===== config.mk =====
export PLATFORM = sky130hd
export DESIGN_NAME = tile_buffer
export DESIGN_NICKNAME = d
export VERILOG_FILES = /design/src/mm_accel_pkg.sv /design/src/tile_buffer.sv
export VERILOG_INCLUDE_DIRS = /design/src
export SDC_FILE = /design/constraint.sdc
export NUM_CORES = 1
export LEC_CHECK = 0
export BUFFER_PORTS_ARGS = -buffer_cell sky130_fd_sc_hd__buf_2
export CORE_ASPECT_RATIO = 0.7
export CORE_UTILIZATION = 50
export CTS_CLUSTER_DIAMETER = 80
export DETAILED_ROUTE_END_ITERATION = 10
export GPL_TIMING_DRIVEN = 0
export PLACE_DENSITY = 0.71
export SYNTH_ARGS = -nofsm -noshare
export SYNTH_HDL_FRONTEND = slang
export SYNTH_SLANG_ARGS = --single-unit

===== constraint.sdc =====
create_clock -name clk -period 1.9 [get_ports clk]
set_input_delay 0.38 -clock clk [delete_from_list [all_inputs] [get_ports clk]]
set_output_delay 0.38 -clock clk [all_outputs]
set_load 0.02 [all_outputs]

===== src/mm_accel_settings.svh =====
/*
 * Sizing of the 4x4 matrix accelerator.
 * Only a 4x4 array with 32-bit elements is supported. Each buffer row holds
 * one full matrix row or column, so MM_BUF_DW must equal MM_SA * MM_DW.
 */
`ifndef MM_ACCEL_SETTINGS_SVH
`define MM_ACCEL_SETTINGS_SVH

// element width in bits
`define MM_DW 32

// array side, in elements
`define MM_SA 4

// buffer address width, one row per array line
`define MM_BUF_AW 2

// one buffer row carries MM_SA elements
`define MM_BUF_DW 128

`endif


===== src/mm_accel_pkg.sv =====
/*
 * Shared types of the matrix accelerator.
 * The buffer row is written by the DMA as flat bits and read by the engine
 * as elements. Element 0 sits in the low bits and is the first beat received.
 */
`include "mm_accel_settings.svh"

package mm_accel_pkg;

    typedef logic signed [`MM_DW-1:0] elem_t;

    // one buffer row, seen two ways
    typedef union packed {
        logic [`MM_BUF_DW-1:0]  raw;
        elem_t [`MM_SA-1:0]     elem;
    } buf_row_u;

    // wide enough for a full dot product of signed elements
    typedef logic signed [2*`MM_DW:0] accum_t;

endpackage


===== src/tile_buffer.sv =====
/*
 * Four-row buffer with byte-masked writes and a registered read port.
 * Read data appears one cycle after the address. Contents are undefined
 * until written, and writes are blocked while in reset.
 */
`timescale 1ns/10ps
`include "mm_accel_settings.svh"

module tile_buffer (
    input  logic                        clk,
    input  logic                        rst_n,
    input  logic                        wren_i,
    input  logic [`MM_BUF_AW-1:0]       waddr_i,
    input  logic [`MM_BUF_DW/8-1:0]     wbyteen_i,
    input  mm_accel_pkg::buf_row_u      wdata_i,
    input  logic [`MM_BUF_AW-1:0]       raddr_i,
    output mm_accel_pkg::buf_row_u      rdata_o
);

    logic [`MM_BUF_DW-1:0] mem [2**`MM_BUF_AW];

    always_ff @(posedge clk) begin
        if (rst_n && wren_i) begin
            for (int b = 0; b < `MM_BUF_DW/8; b++) begin
                if (wbyteen_i[b])
                    mem[waddr_i][b*8 +: 8] <= wdata_i.raw[b*8 +: 8];
            end
        end
        rdata_o <= mem[raddr_i];
    end

endmodule


Yosys cells after proc, flatten, opt, wreduce, memory -nomap -nowiden

Memory sizes are Yosys's and may differ from the RTL's. A register that Yosys moved wholly into a read port is not among the register bits.
Cells that the tools add are included.

Bits in registers: 0
RAM bits: 512
Input port bits: 151
Logic and storage cells: 50
Memories: 1

Mux-type cells: 48
Reduce and logical (&&, ||, !) cells: 1

Memories:

| name | words | width | read ports | clocked after Yosys merged registers in | write ports | RTL line          | source |
|---|---|---|---|---|---|---|---|
| mem  | 4     | 128   | 1          | 1                                       | 1           | tile_buffer.sv:20 | `` logic [`MM_BUF_DW-1:0] mem [2**`MM_BUF_AW]; `` |

Operator list:

| operator          | count |
|---|---|
| 2-to-1 mux 1 bit  | 48 |
| logical AND 1 bit | 1 |

Depth between registers and ports, before layout

Word-level depth: 3
Depth in mapped cells: 4
Depth with buffers taken out: 2

Least setup slack after synthesis

No wires, ideal clock.

Path type: input to register
From: in waddr_i[1]
To: mem mem[0][104] (netlist bit) (enable)
Data arrival time: 1.357 ns
Data required time: 1.530 ns
Path slack: 0.173 ns
Cell stages on the path: 4
Path buffers: 2
Cell sequence: or2_2 -> clkbuf_1 -> buf_2 -> nor2_1

RTL lines:

| what        | RTL line          | source |
|---|---|---|
| from (decl) | tile_buffer.sv:13 | `` input logic [`MM_BUF_AW-1:0] waddr_i, `` |
| to (decl)   | tile_buffer.sv:20 |  |

Straight into the memory's write port.

Worst setup path in the final report

From: in waddr_i[0]
To: mem mem[3][44] (netlist bit) (enable)

Straight into the memory's write port.

==> parameters.txt <==
Parameter                              Value

Yosys
  Warnings, synthesis    0
  Synthesized flop and latch total    640
  Synthesized netlist net count    1042
  Syn Area/Cell    24.2 µm²
  Post-synthesis instance area    0.0215 mm²
  Largest area contributor in the netlist    edfxtp_1
  Number of unique standard cell types used by synthesis    12
  Gate count after technology mapping    891
  Cell types occupying the most area after synthesis    edfxtp_1 (71%), mux4_2 (13%), dfxtp_1 (12%)
  Proportion of netlist area held by the largest area contributor    71.4%
  Register area share after synthesis    83.3%

Global routing
  Global-route track usage on met3    4.30%
  GR Util met2    31.1%
  Gr ovfl total    0
  First-pass GRT wire length    63200 µm
  Overall Global Routing Usage    19.5%
  Met1 Usage GRT    27.1%
  Initial antenna violation count    4
  Gr busiest metal    met2
  Number of global-route vias before repair    10600
  Pin count of the biggest net entering global routing    16

Critical path
  Data required time of the critical path    2.11 ns
  Crit path DAT    2.11 ns
  Startpoint type of the worst setup path    input port
  Endpoint class of the critical path    flip-flop
  Critical setup path kind    in2reg
  Maximum fanout along the worst path    10
  FF-to-FF path depth    1

Final layout
  Net count reported at finish    1498
  Reg area    0.0179 mm²
  Share of cells above drive strength 1    37.9%
  Combined area of the multi-input logic cells    0.00325 mm²
  Post-layout instance area    0.0268 mm²
  Leading cell type in the layout, fill and taps excluded    edfxtp_1
  Filler cell count    2924
  Area delta synth->final    24.4%
  Commonest cells after routing, fill and taps aside    edfxtp_1 (512), buf_2 (292), mux4_2 (128), dfxtp_1 (128), dlygate4sd3_1 (124)

Status
  Result of the run    finished, violations left
  Violated checks    setup timing

CTS
  TritonCTS buffer count    56
  Cell at the root of the clock tree    clkbuf_16
  CTS H-tree lvls    2
  Clock latency on the worst-skew pair    0.59 ns
  Clock tree from TritonCTS    done
  Maximum buffer depth of the clock tree    3
  CTS clk-pin slew, worst paths    0.06 ns
  Clock sinks    640
  Number of buffers inserted by post-CTS setup repair    0

Drt
  Mean routed wirelength per cell    21.8 µm
  Drt pass-1 iters    6
  Count of antenna-violating nets left after detailed routing    0
  # DRC    0
  Drt initial violations    623
  Number of vias per cell    5.21
  Detailed-route wire length    42500 µm
  Via total after detailed routing    10200

Timing
  Number of hold violations in the final report    0
  Min setup slack post-route    -0.00280 ns
  Setup repair after global routing missed its margin    true
  Min Tclk post-route    1.90 ns
  Crit share post-route    100%
  Achievable frequency    526 MHz
  Count of pins over their slew limit    0
  Worst rel slew slack    30.6%
  Tightest Pin Transition    1.04 ns
  Worst clock skew on the final layout    0.0132 ns
  Final setup fails    7

Place
  Post-detail-place hpwl    27400 µm
  Placed Area    0.0236 mm²
  Final weighted congestion in routability-driven placement    0.727
  Placement-stage worst setup slack    -0.624 ns
  Count of buffers from port buffering    274

Min path
  Cell count of the worst hold path    1
  Hold crit path type    in2reg

Floorplan
  Core Region    0.0424 mm²
  Number of primary I/O pins    279
  Die outline area    0.0439 mm²
  Horizontal die dimension    250 µm
  Die height    176 µm
  Std-Cell Rows    63
  Starting Density    50.8%

Flow run
  Count of max-cap constraint violations    0

Power and ir drop
  Worst ir drop on vdd    0.680 mV
  Power Dens Cells    1080 mW/mm²
  Leak pwr    9.35 nW
## cell families (layout without fill, tap and decap cells)
group / Yosys count / in the layout / synth area share (%)
buf+inv: 39 / 542 / 1.68
flops: 640 / 640 / 83.3
mux: 128 / 128 / 13.4
other cells: 0 / 4 / 0
simple gates: 84 / 84 / 1.59
## final timing paths
check | start | endpoint | slack [ns]
setup / recovery | waddr_i[0] | mem[3][44] | -0.003
hold / removal | wdata_i[33] | mem[2][33] | 0.04
setup reg to reg | mem[3][99] | rdata_o[99] | 0.89
hold reg to reg | mem[0][6] | rdata_o[6] | 0.55
## metal layers
| layer | part of all wire, % | vias to the layer above | routed length [µm] |
|---|---|---|---|
| li1 | - | 4550 | - |
| met1 | 42 | 5242 | 18000 |
| met2 | 49 | 292 | 20700 |
| met3 | 5.9 | 74 | 2500 |
| met4 | 2.8 | 0 | 1210 |
| met5 | 0 | - | 0 |
## synthesized netlist by cell type
library cell and count:
clkbuf_1 7, nand2_1 1, dfxtp_1 128, edfxtp_1 512
buf_12 10, mux4_2 128, buf_6 4, buf_2 18
or2_2 1, nand3_1 16, nor2_1 64, nand2b_1 2
## flip-flops by register name (all words and copies together), names as in the netlist
signal and cells:
rdata_o 128, mem 512
## stage by stage
stage / hold WS, ns / std cells / power (mW) / setup TNS (ns) / util, %
after floorplan: 0.479 / 891 / 16.8 / 0 / -
after global placement: 0.535 / 1717 / 17.4 / -222.17 / 55.6
after CTS: 0.00516 / 1946 / 29.1 / 0 / 63.1
final: 0.0414 / 1950 / 28.9 / -0.0144 / 63.1
after global routing: 0.0137 / 1948 / 29.8 / -2.79 / 63.1
after detailed placement: 0.540 / 1717 / 17.4 / -214.82 / 55.6
## power breakdown
part	switching, mW	internal (mW)	total, mW
Clock	4.82	6.74	11.6
Sequential	0.105	15.5	15.6
Combinational	0.916	0.773	1.69
## final cells by class
type | count | share of cell area [%]
clock buffers | 83 | 6.06
flip-flops and latches | 640 | 67.0
diodes | 4 | 0.0374
well taps | 552 | 2.58
plain buffers | 39 | 1.35
multi-input cells | 212 | 12.1
repair buffers | 398 | 9.76
clock inverters | 22 | 1.09
## timing repair
action                                  in CTS  in global routing
gates resized for setup                      1                  9
hold buffers                               124                  0
cloned                                       0                  0
hold endpoints to repair                   496                  0
endpoints found under the setup margin       6                151
## worst max-delay path, cell delays in order
cell	delay, ns
buf_2	0.11
nand2_1	0.27
buf_1	0.54
nor2_1	0.79
No activity file was read; power rests on OpenSTA's default activity.
