## src/mm_accel_settings.svh

```systemverilog
/*
 * Sizing of the 4x4 matrix accelerator.
 * Only a 4x4 array with 32-bit elements is supported. Each buffer row holds
 * one full matrix row or column, so MM_BUF_DW must equal MM_SA * MM_DW.
 */
`ifndef MM_ACCEL_SETTINGS_SVH
`define MM_ACCEL_SETTINGS_SVH

// element width in bits
`define MM_DW 32

// array side, in elements
`define MM_SA 4

// buffer address width, one row per array line
`define MM_BUF_AW 2

// one buffer row carries MM_SA elements
`define MM_BUF_DW 128

`endif

```

## src/mm_accel_pkg.sv

```systemverilog
/*
 * Shared types of the matrix accelerator.
 * The buffer row is written by the DMA as flat bits and read by the engine
 * as elements. Element 0 sits in the low bits and is the first beat received.
 */
`include "mm_accel_settings.svh"

package mm_accel_pkg;

    typedef logic signed [`MM_DW-1:0] elem_t;

    // one buffer row, seen two ways
    typedef union packed {
        logic [`MM_BUF_DW-1:0]  raw;
        elem_t [`MM_SA-1:0]     elem;
    } buf_row_u;

    // wide enough for a full dot product of signed elements
    typedef logic signed [2*`MM_DW:0] accum_t;

endpackage

```

## src/dma_engine.sv

```systemverilog
/*
 * Reads A (id 0) and B (id 1) as two outstanding 16-beat bursts, packs four
 * beats per buffer row, runs the engine and writes C back as 16 beats.
 * Burst length, size, type and strobes are fixed and left to the memory side.
 * The write response code is ignored.
 */
`timescale 1ns/10ps
`include "mm_accel_settings.svh"

module dma_engine (
    input  logic                        clk,
    input  logic                        rst_n,
    input  logic [31:0]                 mat_a_addr_i,
    input  logic [31:0]                 mat_b_addr_i,
    input  logic [31:0]                 mat_c_addr_i,
    input  logic                        start_i,
    output logic                        done_o,
    output logic                        arvalid_o,
    input  logic                        arready_i,
    output logic [31:0]                 araddr_o,
    output logic                        arid_o,
    input  logic                        rvalid_i,
    output logic                        rready_o,
    input  logic                        rid_i,
    input  logic [`MM_DW-1:0]           rdata_i,
    input  logic                        rlast_i,
    output logic                        awvalid_o,
    input  logic                        awready_i,
    output logic [31:0]                 awaddr_o,
    output logic                        wvalid_o,
    input  logic                        wready_i,
    output logic [`MM_DW-1:0]           wdata_o,
    output logic                        wlast_o,
    input  logic                        bvalid_i,
    output logic                        bready_o,
    output logic                        buf_a_wren_o,
    output logic [`MM_BUF_AW-1:0]       buf_a_waddr_o,
    output logic [`MM_BUF_DW/8-1:0]     buf_a_wbyteen_o,
    output mm_accel_pkg::buf_row_u      buf_a_wdata_o,
    output logic                        buf_b_wren_o,
    output logic [`MM_BUF_AW-1:0]       buf_b_waddr_o,
    output logic [`MM_BUF_DW/8-1:0]     buf_b_wbyteen_o,
    output mm_accel_pkg::buf_row_u      buf_b_wdata_o,
    output logic                        mm_start_o,
    input  logic                        mm_done_i,
    input  mm_accel_pkg::accum_t        accum_i [`MM_SA][`MM_SA]
);

    localparam logic [2:0] st_idle    = 3'd0;
    localparam logic [2:0] st_ar_a    = 3'd1;
    localparam logic [2:0] st_ar_b    = 3'd2;
    localparam logic [2:0] st_load    = 3'd3;
    localparam logic [2:0] st_wait_mm = 3'd4;
    localparam logic [2:0] st_aw_c    = 3'd5;
    localparam logic [2:0] st_w_c     = 3'd6;
    localparam logic [2:0] st_b_resp  = 3'd7;

    logic [2:0]                 state;
    logic                       job_start;
    logic                       r_hs;
    logic                       w_hs;
    logic                       all_done;
    logic [31:0]                a_addr_q;
    logic [31:0]                b_addr_q;
    logic [31:0]                c_addr_q;
    logic [3:0]                 elem_idx;
    // per read id: 0 is A, 1 is B
    logic [3:0]                 beat_cnt [2];
    logic                       id_done  [2];
    logic                       row_wren [2];
    logic [`MM_BUF_AW-1:0]      row_addr [2];
    mm_accel_pkg::buf_row_u     row_asm  [2];

    assign job_start = (state == st_idle) && start_i;
    assign r_hs      = rvalid_i && rready_o;
    assign w_hs      = wvalid_o && wready_i;
    assign all_done  = id_done[0] && id_done[1];

    always_ff @(posedge clk) begin
        if (!rst_n) begin
            state      <= st_idle;
            mm_start_o <= 1'b0;
            done_o     <= 1'b0;
        end else begin
            mm_start_o <= 1'b0;
            done_o     <= 1'b0;
            case (state)
                st_idle:    if (start_i) state <= st_ar_a;
                st_ar_a:    if (arready_i) state <= st_ar_b;
                st_ar_b:    if (arready_i) state <= st_load;
                st_load: begin
                    // first cycle with both bursts in is the last row write
                    if (all_done) begin
                        mm_start_o <= 1'b1;
                        state      <= st_wait_mm;
                    end
                end
                st_wait_mm: if (mm_done_i) state <= st_aw_c;
                st_aw_c:    if (awready_i) state <= st_w_c;
                st_w_c:     if (w_hs && wlast_o) state <= st_b_resp;
                st_b_resp: begin
                    if (bvalid_i) begin
                        done_o <= 1'b1;
                        state  <= st_idle;
                    end
                end
                default:    state <= st_idle;
            endcase
        end
    end

    // addresses held for the whole job
    always_ff @(posedge clk) begin
        if (job_start) begin
            a_addr_q <= mat_a_addr_i;
            b_addr_q <= mat_b_addr_i;
            c_addr_q <= mat_c_addr_i;
        end
    end

    // beat counting, row write strobe on every fourth beat
    always_ff @(posedge clk) begin
        if (!rst_n) begin
            for (int id = 0; id < 2; id++) begin
                beat_cnt[id] <= '0;
                id_done[id]  <= 1'b0;
                row_wren[id] <= 1'b0;
            end
        end else begin
            for (int id = 0; id < 2; id++) begin
                row_wren[id] <= 1'b0;
                if (job_start) begin
                    beat_cnt[id] <= '0;
                    id_done[id]  <= 1'b0;
                end else if (r_hs && (rid_i == id[0])) begin
                    beat_cnt[id] <= beat_cnt[id] + 1'b1;
                    if (beat_cnt[id][1:0] == 2'd3)
                        row_wren[id] <= 1'b1;
                    if (rlast_i)
                        id_done[id] <= 1'b1;
                end
            end
        end
    end

    // row assembly, beat n of a row lands in element n
    always_ff @(posedge clk) begin
        for (int id = 0; id < 2; id++) begin
            if (r_hs && (rid_i == id[0])) begin
                row_asm[id].raw[beat_cnt[id][1:0]*`MM_DW +: `MM_DW] <= rdata_i;
                row_addr[id] <= beat_cnt[id][3:2];
            end
        end
    end

    // write-back walks C row by row
    always_ff @(posedge clk) begin
        if (!rst_n)
            elem_idx <= '0;
        else if (job_start)
            elem_idx <= '0;
        else if (w_hs)
            elem_idx <= elem_idx + 1'b1;
    end

    assign arvalid_o = (state == st_ar_a) || (state == st_ar_b);
    assign arid_o    = (state == st_ar_b);
    assign araddr_o  = arid_o ? b_addr_q : a_addr_q;
    assign rready_o  = (state == st_load) && !all_done;

    assign awvalid_o = (state == st_aw_c);
    assign awaddr_o  = c_addr_q;
    assign wvalid_o  = (state == st_w_c);
    assign wlast_o   = wvalid_o && (elem_idx == `MM_SA*`MM_SA-1);
    // low half of the accumulator only
    assign wdata_o   = accum_i[elem_idx[3:2]][elem_idx[1:0]][`MM_DW-1:0];
    assign bready_o  = (state == st_b_resp);

    assign buf_a_wren_o    = row_wren[0];
    assign buf_a_waddr_o   = row_addr[0];
    assign buf_a_wbyteen_o = {(`MM_BUF_DW/8){row_wren[0]}};
    assign buf_a_wdata_o   = row_asm[0];
    assign buf_b_wren_o    = row_wren[1];
    assign buf_b_waddr_o   = row_addr[1];
    assign buf_b_wbyteen_o = {(`MM_BUF_DW/8){row_wren[1]}};
    assign buf_b_wdata_o   = row_asm[1];

endmodule

```

## config.mk

```make
export PLATFORM = sky130hd
export DESIGN_NAME = dma_engine
export DESIGN_NICKNAME = d
export VERILOG_FILES = /design/src/mm_accel_pkg.sv /design/src/dma_engine.sv
export VERILOG_INCLUDE_DIRS = /design/src
export SDC_FILE = /design/constraint.sdc
export NUM_CORES = 1
export LEC_CHECK = 0
export ABC_AREA = 1
export BUFFER_PORTS_ARGS = -buffer_cell sky130_fd_sc_hd__buf_4
export CAP_MARGIN = 20
export CORE_AREA = 2 2 613 615
export CTS_CLUSTER_SIZE = 28
export DETAILED_ROUTE_END_ITERATION = 10
export DIE_AREA = 0 0 615 617
export SYNTH_ARGS = -nofsm -noshare
export SYNTH_HDL_FRONTEND = slang
export SYNTH_SLANG_ARGS = --single-unit
```

## constraint.sdc

```tcl
create_clock -name clk -period 5.5 [get_ports clk]
set_input_delay 1.1 -clock clk [delete_from_list [all_inputs] [get_ports clk]]
set_output_delay 1.1 -clock clk [all_outputs]
set_load 0.01 [all_outputs]
```

Yosys cells after proc, flatten, opt, wreduce, memory -nomap -nowiden
Memories as Yosys holds them, arrays and structs flattened.
Cells that the tools add are included.
- register bits after elaboration: 105
- bits in latches: 0
- bits in writable memories: 272
- memory bits (read-only): 0
- input port bits: 1179
- output and inout bits: 399
- logic and storage cells: 147
- memories kept: 5
- memories (memory ; depth ; bits a word ; read ports ; clocked after memory_dff ; write ports ; RTL line ; source):
    row_asm ; 2 ; 128 ; 2 ; 0 ; 1 ; dma_engine.sv:72 ; mm_accel_pkg::buf_row_u row_asm [2];
    beat_cnt ; 2 ; 4 ; 2 ; 0 ; 2 ; dma_engine.sv:68 ; logic [3:0] beat_cnt [2];
    row_addr ; 2 ; 2 ; 2 ; 0 ; 1 ; dma_engine.sv:71 ; logic [`MM_BUF_AW-1:0] row_addr [2];
    id_done ; 2 ; 1 ; 2 ; 0 ; 2 ; dma_engine.sv:69 ; logic id_done [2];
    row_wren ; 2 ; 1 ; 2 ; 0 ; 2 ; dma_engine.sv:70 ; logic row_wren [2];
- add/sub/neg operators: 5
- multiply operators: 0
- div/mod/pow operators: 0
- magnitude comparators: 2
- eq/ne operators: 18
- shift operators: 4
- muxes and demuxes: 72
- bitwise logic cells: 16
- reduce and logical (&&, ||, !) cells: 18
- operator list (cell ; count):
    $bmux 260 s2 ; 1
    $mux 260 ; 2
    $mux 128 ; 4
    $shift 32x34->128 const A ; 2
    $shiftx 32x34->128 ; 2
    $bmux 65 s2 ; 1
    $reduce_or 128->1 ; 1
    $mux 32 ; 3
    $neg 7->34 ; 2
    $mux 1 ; 47
    $mux 3 ; 8
    $pmux 3 s8 ; 1
    $mux 4 ; 4
    $add 4x1->4 const B ; 3
    $eq 3x3->1 const B ; 4
    $ne 2x2->1 const B ; 6
    $or 1x1->1 ; 12
    $logic_and 1x1->1 ; 9
    $reduce_and 8->1 ; 1
    $eq 3x2->1 const B ; 2
    $ge 3x3->1 const B ; 2
    $not 2->3 ; 2
    $eq 2x2->1 const B ; 2
    $eq 4x4->1 const B ; 1
    9 further kinds ; 13

Longest topological paths before layout
Gate-level depths: netlist of the first run.
- depth in word-level cells: 10
- gate-level depth with buffers: 11
- mapped depth without buffers: 10

Worst setup path before layout of the first run
No wires, ideal clock.
- kind: input-to-reg
- from: input start_i
- to: register a_addr_q[0] (enable)
- library setup time: 0.449 ns
- arrival time: 3.066 ns
- required time: 5.051 ns
- path slack: 1.985 ns
- stages on the path: 2
- buffers on the path: 0
- cell sequence: nand3_1 inv_1
- word-level cells in the longest chain between the ends: 1
- RTL lines (what ; RTL line ; source):
    start: declaration ; dma_engine.sv:16 ; input logic start_i,
    $logic_and 1x1->1 ; dma_engine.sv:74 ; assign job_start = (state == st_idle) && start_i;
    net job_start ; dma_engine.sv:59 ; logic job_start;
    end signal: assignment ; dma_engine.sv:115 ; a_addr_q <= mat_a_addr_i;
    end: declaration ; dma_engine.sv:63 ; logic [31:0] a_addr_q;
The timed path passes the listed nets, and every way through them passes these cells.
A chain may end at the register's enable or synchronous reset.

Worst setup path after layout of the first run
- from: register elem_idx[2]
- to: output wdata_o[24]
- word-level cells in the longest chain between the ends: 7
- RTL lines (what ; RTL line ; source):
    start: declaration ; dma_engine.sv:66 ; logic [3:0] elem_idx;
    start signal: assignment ; dma_engine.sv:163 ; elem_idx <= elem_idx + 1'b1;
    $not 2->3 (implied by the code) ; dma_engine.sv:176 ; assign wdata_o = accum_i[elem_idx[3:2]][elem_idx[1:0]][`MM_DW-1:0];
    $bmux 260 s2 ; dma_engine.sv:176 ;
    $mux 260 (implied by the code) (2 in series) ; dma_engine.sv:176 ;
    $bmux 65 s2 ; dma_engine.sv:176 ;
    $mux 32 (implied by the code) (2 in series) ; dma_engine.sv:176 ;
    end: declaration ; dma_engine.sv:32 ; output logic [`MM_DW-1:0] wdata_o,
Every way passes these cells. The select of a mux whose other input is x is not followed.

==> results of run 1 <==
[stage by stage]
step / std cells / area (µm²) / hold slack, ns / total power, µW
final: 8018 / 33780 / 0.4756 / 8808
after global placement: 7873 / 32290 / 0.4516 / 6427
after CTS: 7948 / 33570 / 0.4737 / 9091
after floorplan: 1955 / 18440 / 0.4371 / 4438
after detailed placement: 7877 / 32330 / 0.4584 / 6444
after global routing: 8007 / 33750 / 0.4983 / 9226
[worst max-delay path by stage]
stage | slack [ns] | start | end | depth (start not counted)
finish | 0.59 | elem_idx[2] | wdata_o[24] | 6
global placement | 1.04 | elem_idx[2] | wdata_o[24] | 6
detailed placement | 1.12 | elem_idx[2] | wdata_o[24] | 6
floorplan | 1.99 | start_i | a_addr_q[0] | 2
global route | 0.51 | elem_idx[2] | wdata_o[24] | 6
CTS | 0.42 | elem_idx[2] | wdata_o[24] | 6
[cells in the mapped netlist, types with 3 or more instances]
cell / n / area share
dfxtp_1: 11 / 0.012
inv_1: 67 / 0.014
nand2_1: 183 / 0.037
nor3_1: 34 / 0.0092
nor2_1: 579 / 0.12
clkinv_1: 3 / 0.00061
o22ai_1: 64 / 0.022
edfxtp_1: 366 / 0.60
inv_2: 4 / 0.00081
buf_1: 3 / 0.00061
o211ai_1: 65 / 0.026
a21oi_1: 7 / 0.0019
xor2_1: 3 / 0.0014
o21ai_0: 259 / 0.070
clkbuf_1: 99 / 0.020
buf_6: 6 / 0.0037
buf_2: 32 / 0.0087
nor4_1: 3 / 0.0010
buf_4: 36 / 0.015
ha_1: 12 / 0.0081
nand3_1: 108 / 0.029
[flip-flops by register name, summed over array words and instances (netlist names)]
signal,cells
row_wren,2
state,3
b_addr_q,32
row_asm,256
mm_start_o,1
a_addr_q,32
beat_cnt,8
elem_idx,4
done_o,1
id_done,2
row_addr,4
awaddr_o,32
[critical path, delay by kind of cell, from the launching register on]
kind                   cells  cell delay, ns
buffers and inverters      2            0.73
flip-flops                 1            0.78
AND/OR/NAND/NOR            2            0.45
AO/OA/AOI/OAI              2            1.14
[area by class of cell]
type                            instances  share of cell area
Clock inverter                         23            0.006631
Inverter                               74            0.008557
Antenna cell                           68            0.005038
Sequential cell                       377              0.3322
Clock buffer                           48             0.02989
Multi-Input combinational cell       1328              0.1835
Tap cell                             4994              0.1850
Timing Repair Buffer                 1106              0.2492
[metal layers]
metal  up-vias  global-route usage  routed length, µm
li1       8757                   -                  -
met1      9374             0.09140              61670
met2      1446              0.2674             144900
met3       606             0.03532              17970
met4        80             0.04599              12240
met5         -                   0                528
[power by group]
| group | switching (µW) | internal (µW) |
|---|---|---|
| registers | 88.9 | 3470 |
| clock network | 1210 | 1430 |
| logic | 1840 | 773 |
[logic make-up after synthesis]
| group | share of synthesized area |
|---|---|
| compound gates | 0.1204 |
| fa+ha+maj | 0.008141 |
| simple gates | 0.1982 |
| buf+inv | 0.06282 |
| flops | 0.6079 |
| other cells | 0.0002033 |
| xor+xnor | 0.002375 |
==> summary.md, run 1 <==
| Metric | Value |
|---|---|
| # clock sinks | `377` |
| Async set-reset flop share out of synthesis | `0` |
| Wire length per cell | `29.59 µm` |
| Full die area | `379500 µm²` |
| Worst r2r src | `state[0]` |
| Clock Latency Late Sink | `0.60 ns` |
| CP max stage cell | `o21ai_2` |
| Mapped Cells | `1955` |
| Post-synthesis register bit count | `377` |
| Area delta synth->final | `83.15%` |
| Crit share post-route | `0.8931` |
| DRT iter0 DRCs | `1435` |
| IO Port Bufs | `1049` |
| Via density | `2.527` |
| Setup bufs post-CTS | `0` |
| Worst-path clk slew | `0.06 ns` |
| Transition time of the tightest slew-check pin | `1.119 ns` |
| Final Hold Fails | `0` |
| Critical Path Max Stage Delay | `0.96 ns` |
| Endpoints failing setup | `0` |
| Commonest non-fill, non-tap cell in the layout | `buf_4` |
| # rows | `225` |
| Placement Setup Slack | `1.115 ns` |
| Most frequent cells in the layout | `buf_4 (1094), nor2_1 (570), edfxtp_1 (366)` |
| Setup TNS | `0 ns` |
| Vias in the first global route | `18688` |
| Max_cap viols | `0` |
| Reg2reg end | `row_asm[0][255]` |
| RSZ-0062 raised after global routing | `no` |
| Die Y-Extent | `617 µm` |
| Post-route ant nets | `0` |
| Most frequent CP cell | `nand3_1` |
| Post-Syn Area | `18440 µm²` |
| R2R depth | `9` |
| Fmax | `203.6 MHz` |
| Area of the multi-input gates | `6198 µm²` |
| Drt first pass iters | `6` |
| CTS root buf | `clkbuf_16` |
| Total gr overflow | `0` |
| Die W | `615 µm` |
| Worst Clk Skew | `0.03269 ns` |
| Slew Viols, Final | `0` |
| CTS tree | `built` |
| I/O pin count | `1578` |
| Status | `complete, no violations` |
| Sequential fraction of the synthesis area | `0.6079` |
| Worst vdd ir | `0.2307 mV` |
| Worst path cell trace | `inv_8 > o21ai_2 > o211ai_1 > nand3_1 > nand3_1 > buf_4` |
| Hold Crit Start | `id_done[1]` |
| Worst path required time | `4.40 ns` |
| Post-DP HPWL | `216200 µm` |
| Post-route setup slack | `0.5878 ns` |
| Crit path DAT | `3.81 ns` |
| Leakage | `0.01233 µW` |
| CTS resizes | `0` |
| Syn_nets | `3146` |
| Ys Warns | `0` |
| Hold Path Stages | `2` |
| Top_reg_cell synth | `edfxtp_1` |
| Cell Pwr Density | `260.8 nW/µm²` |
| Critical path launch point type | `register` |
| Worst Hold Class | `register to register` |
| # DRC | `0` |
| Max FO, Critical Path | `89` |
| GRT Util Overall | `0.1202` |
| Initial antenna violation count | `268` |
| Bufs on Longest Clock Path | `3` |
| Rel. slew slack | `0.2521` |
| TritonCTS Buffers | `39` |
| Setup CP Type | `register to output pin` |
| WHS Endpoint | `id_done[1]` |
| Total core area | `373600 µm²` |
| CP endpoint kind | `output pin` |
| Fin nets | `4117` |
| R2R setup slack | `2.32 ns` |
| Reg area | `11220 µm²` |
| Detailed Route WL | `237300 µm` |
| Share of layout cells above drive strength 1 | `0.4090` |
| Avg Inst Size Synth | `9.434 µm²` |
| Post-synth EDFFs | `366` |
| H-tree depth | `2` |
| Fill cells | `43441` |
| Distinct cell type count after synthesis | `29` |
| First-pass GRT wire length | `277000 µm` |
| Initial Util | `0.04937` |
| RD Place Congestion | `0.9595` |
| Layout Utilization | `0.09042` |
| Final min period | `4.912 ns` |
| CTS hold repair buffers | `0` |
| Largest net degree at the start of global routing | `105` |
| DR vias | `20263` |
(Power assumes the default switching activity.)
==> inputs of run 2 (changes only) <==
==> constraint.sdc (replaced) <==
create_clock -name clk -period 5.5 [get_ports clk]
set_input_delay 0 -clock clk [delete_from_list [all_inputs] [get_ports clk]]
set_output_delay 0 -clock clk [all_outputs]
set_load 0.01 [all_outputs]
==> summary.md, run 2 (synthesis gave the netlist of run 1 again) <==
| Metric | Value |
|---|---|
| Drt first pass iters | `5` |
| Area of the multi-input gates | `6210 µm²` |
| Total gr overflow | `0` |
| Max FO, Critical Path | `56` |
| CTS root buf | `clkbuf_16` |
| Status | `complete, no violations` |
| # clock sinks | `377` |
| CTS resizes | `0` |
| Crit path DAT | `3.86 ns` |
| I/O pin count | `1578` |
| Bufs on Longest Clock Path | `3` |
| RD Place Congestion | `0.9309` |
| RSZ-0062 raised after global routing | `no` |
| CP max stage cell | `dfxtp_4` |
| Critical Path Max Stage Delay | `0.65 ns` |
| Hold Path Stages | `2` |
| Max_cap viols | `0` |
| TritonCTS Buffers | `40` |
| Fin nets | `4251` |
| Post-DP HPWL | `214800 µm` |
| Worst r2r src | `elem_idx[2]` |
| DRT iter0 DRCs | `1430` |
| Leakage | `0.01289 µW` |
| First-pass GRT wire length | `279700 µm` |
| Via density | `2.548` |
| Commonest non-fill, non-tap cell in the layout | `buf_4` |
| CP endpoint kind | `output pin` |
| R2R depth | `10` |
| Worst Clk Skew | `0.04515 ns` |
| Die W | `615 µm` |
| Cell Pwr Density | `260.4 nW/µm²` |
| # DRC | `0` |
| Rel. slew slack | `0.2281` |
| Transition time of the tightest slew-check pin | `1.147 ns` |
| H-tree depth | `2` |
| Crit share post-route | `0.7011` |
| Worst Path Buf+Inv | `3` |
| Full die area | `379500 µm²` |
| Setup CP Type | `register to output pin` |
| Reg2reg end | `state[0]` |
| Area delta synth->final | `90.54%` |
| Worst path cell trace | `buf_4 > buf_4 > nor2_1 > nor2_1 > o21ai_0 > o211ai_1 > nand3_1 > nand3_1 > buf_4` |
| Post-route setup slack | `1.644 ns` |
| Setup TNS | `0 ns` |
| GRT Util Overall | `0.1208` |
| Largest net degree at the start of global routing | `136` |
| Post-route ant nets | `0` |
| WHS Endpoint | `b_addr_q[5]` |
| DR vias | `20759` |
| # rows | `225` |
| Reg area | `11220 µm²` |
| Share of layout cells above drive strength 1 | `0.3882` |
| Worst path required time | `5.50 ns` |
| Initial antenna violation count | `253` |
| Worst Hold Class | `input port to register` |
| Vias in the first global route | `19469` |
| Clock Latency Late Sink | `0.63 ns` |
| Largest register FFs | `256` |
| Worst vdd ir | `0.3333 mV` |
| Most frequent cells in the layout | `buf_4 (1091), nor2_1 (570), edfxtp_1 (366)` |
| Detailed Route WL | `239000 µm` |
| Total core area | `373600 µm²` |
| Final Hold Fails | `0` |
| Critical path launch point type | `register` |
| Hold Crit Start | `mat_b_addr_i[5]` |
| Fmax | `259.3 MHz` |
| IO Port Bufs | `1049` |
| Final min period | `3.856 ns` |
| Slew Viols, Final | `0` |
| R2R setup slack | `1.76 ns` |
| Worst-path clk slew | `0.07 ns` |
| CTS tree | `built` |
| Total power | `9150 µW` |
| CP Depth | `9` |
| Worst path top cell family by delay | `buffers and inverters` |
| Die Y-Extent | `617 µm` |
| Initial Util | `0.04937` |
| Most frequent CP cell | `buf_4` |
| Wire length per cell | `29.34 µm` |
| Endpoints failing setup | `0` |
| Fill cells | `43264` |
| Placement Setup Slack | `1.915 ns` |
run 2: changes by cell type in the layout (fill, tap and decap cells not counted), moves of 4 or more:
| cell | before | now |
|---|---|---|
| diode_2 | 68 | 61 |
| buf_6 | 4 | 0 |
| clkinv_1 | 3 | 10 |
| buf_12 | 8 | 3 |
| clkinv_2 | 10 | 5 |
| dlygate4sd3_1 | 0 | 145 |
| clkbuf_1 | 9 | 4 |
run 2: worst max-delay path by stage:
stage	startpoint	end	slack (ns)
after floorplan	state[0]	a_addr_q[0]	2.45
after global placement	beat_cnt[0][0]	row_asm[0][19]	2.03
after detailed placement	beat_cnt[0][0]	row_asm[0][6]	1.92
after CTS	elem_idx[2]	wdata_o[5]	1.52
after global routing	elem_idx[2]	wdata_o[5]	1.40
final	elem_idx[2]	wdata_o[5]	1.64
run 2: per-layer routing:
layer  vias up  part of all wire  global-route usage
met5         -            0.0020                   0
met2      1391              0.61              0.2702
met4        74             0.050             0.04331
li1       9008                 -                   -
met1      9720              0.27             0.09370
met3       566             0.066             0.03213
run 2: cell type report:
type / instances / area share
clock inverter: 29 / 0.008617
timing repair buffer: 1239 / 0.2761
inverter: 74 / 0.008225
tap: 4994 / 0.1778
clock buffer: 44 / 0.02891
sequential: 377 / 0.3193
antenna: 61 / 0.004344
multi-input combinational: 1328 / 0.1767
run 2: timing repair:
action	CTS	global route
hold endpoints to repair	284	0
setup buffers	0	0
hold buffers	145	0
run 2: report_power, final:
part	internal [µW]	switching, µW	total [µW]
sequential	3470	98.0	3570
combinational	864	1910	2770
clock	1550	1260	2810
run 2: stage by stage:
stage / hold WS (ns) / utilization / instances / instance area [µm²]
floorplan: 0.09887 / - / 1955 / 18440
CTS: 0.02695 / 0.09360 / 8084 / 34970
detailed placement: 0.1794 / 0.08619 / 7866 / 32200
finish: 0.09081 / 0.09406 / 8146 / 35140
global placement: 0.1782 / 0.08617 / 7865 / 32190
global route: 0.06121 / 0.09396 / 8130 / 35100
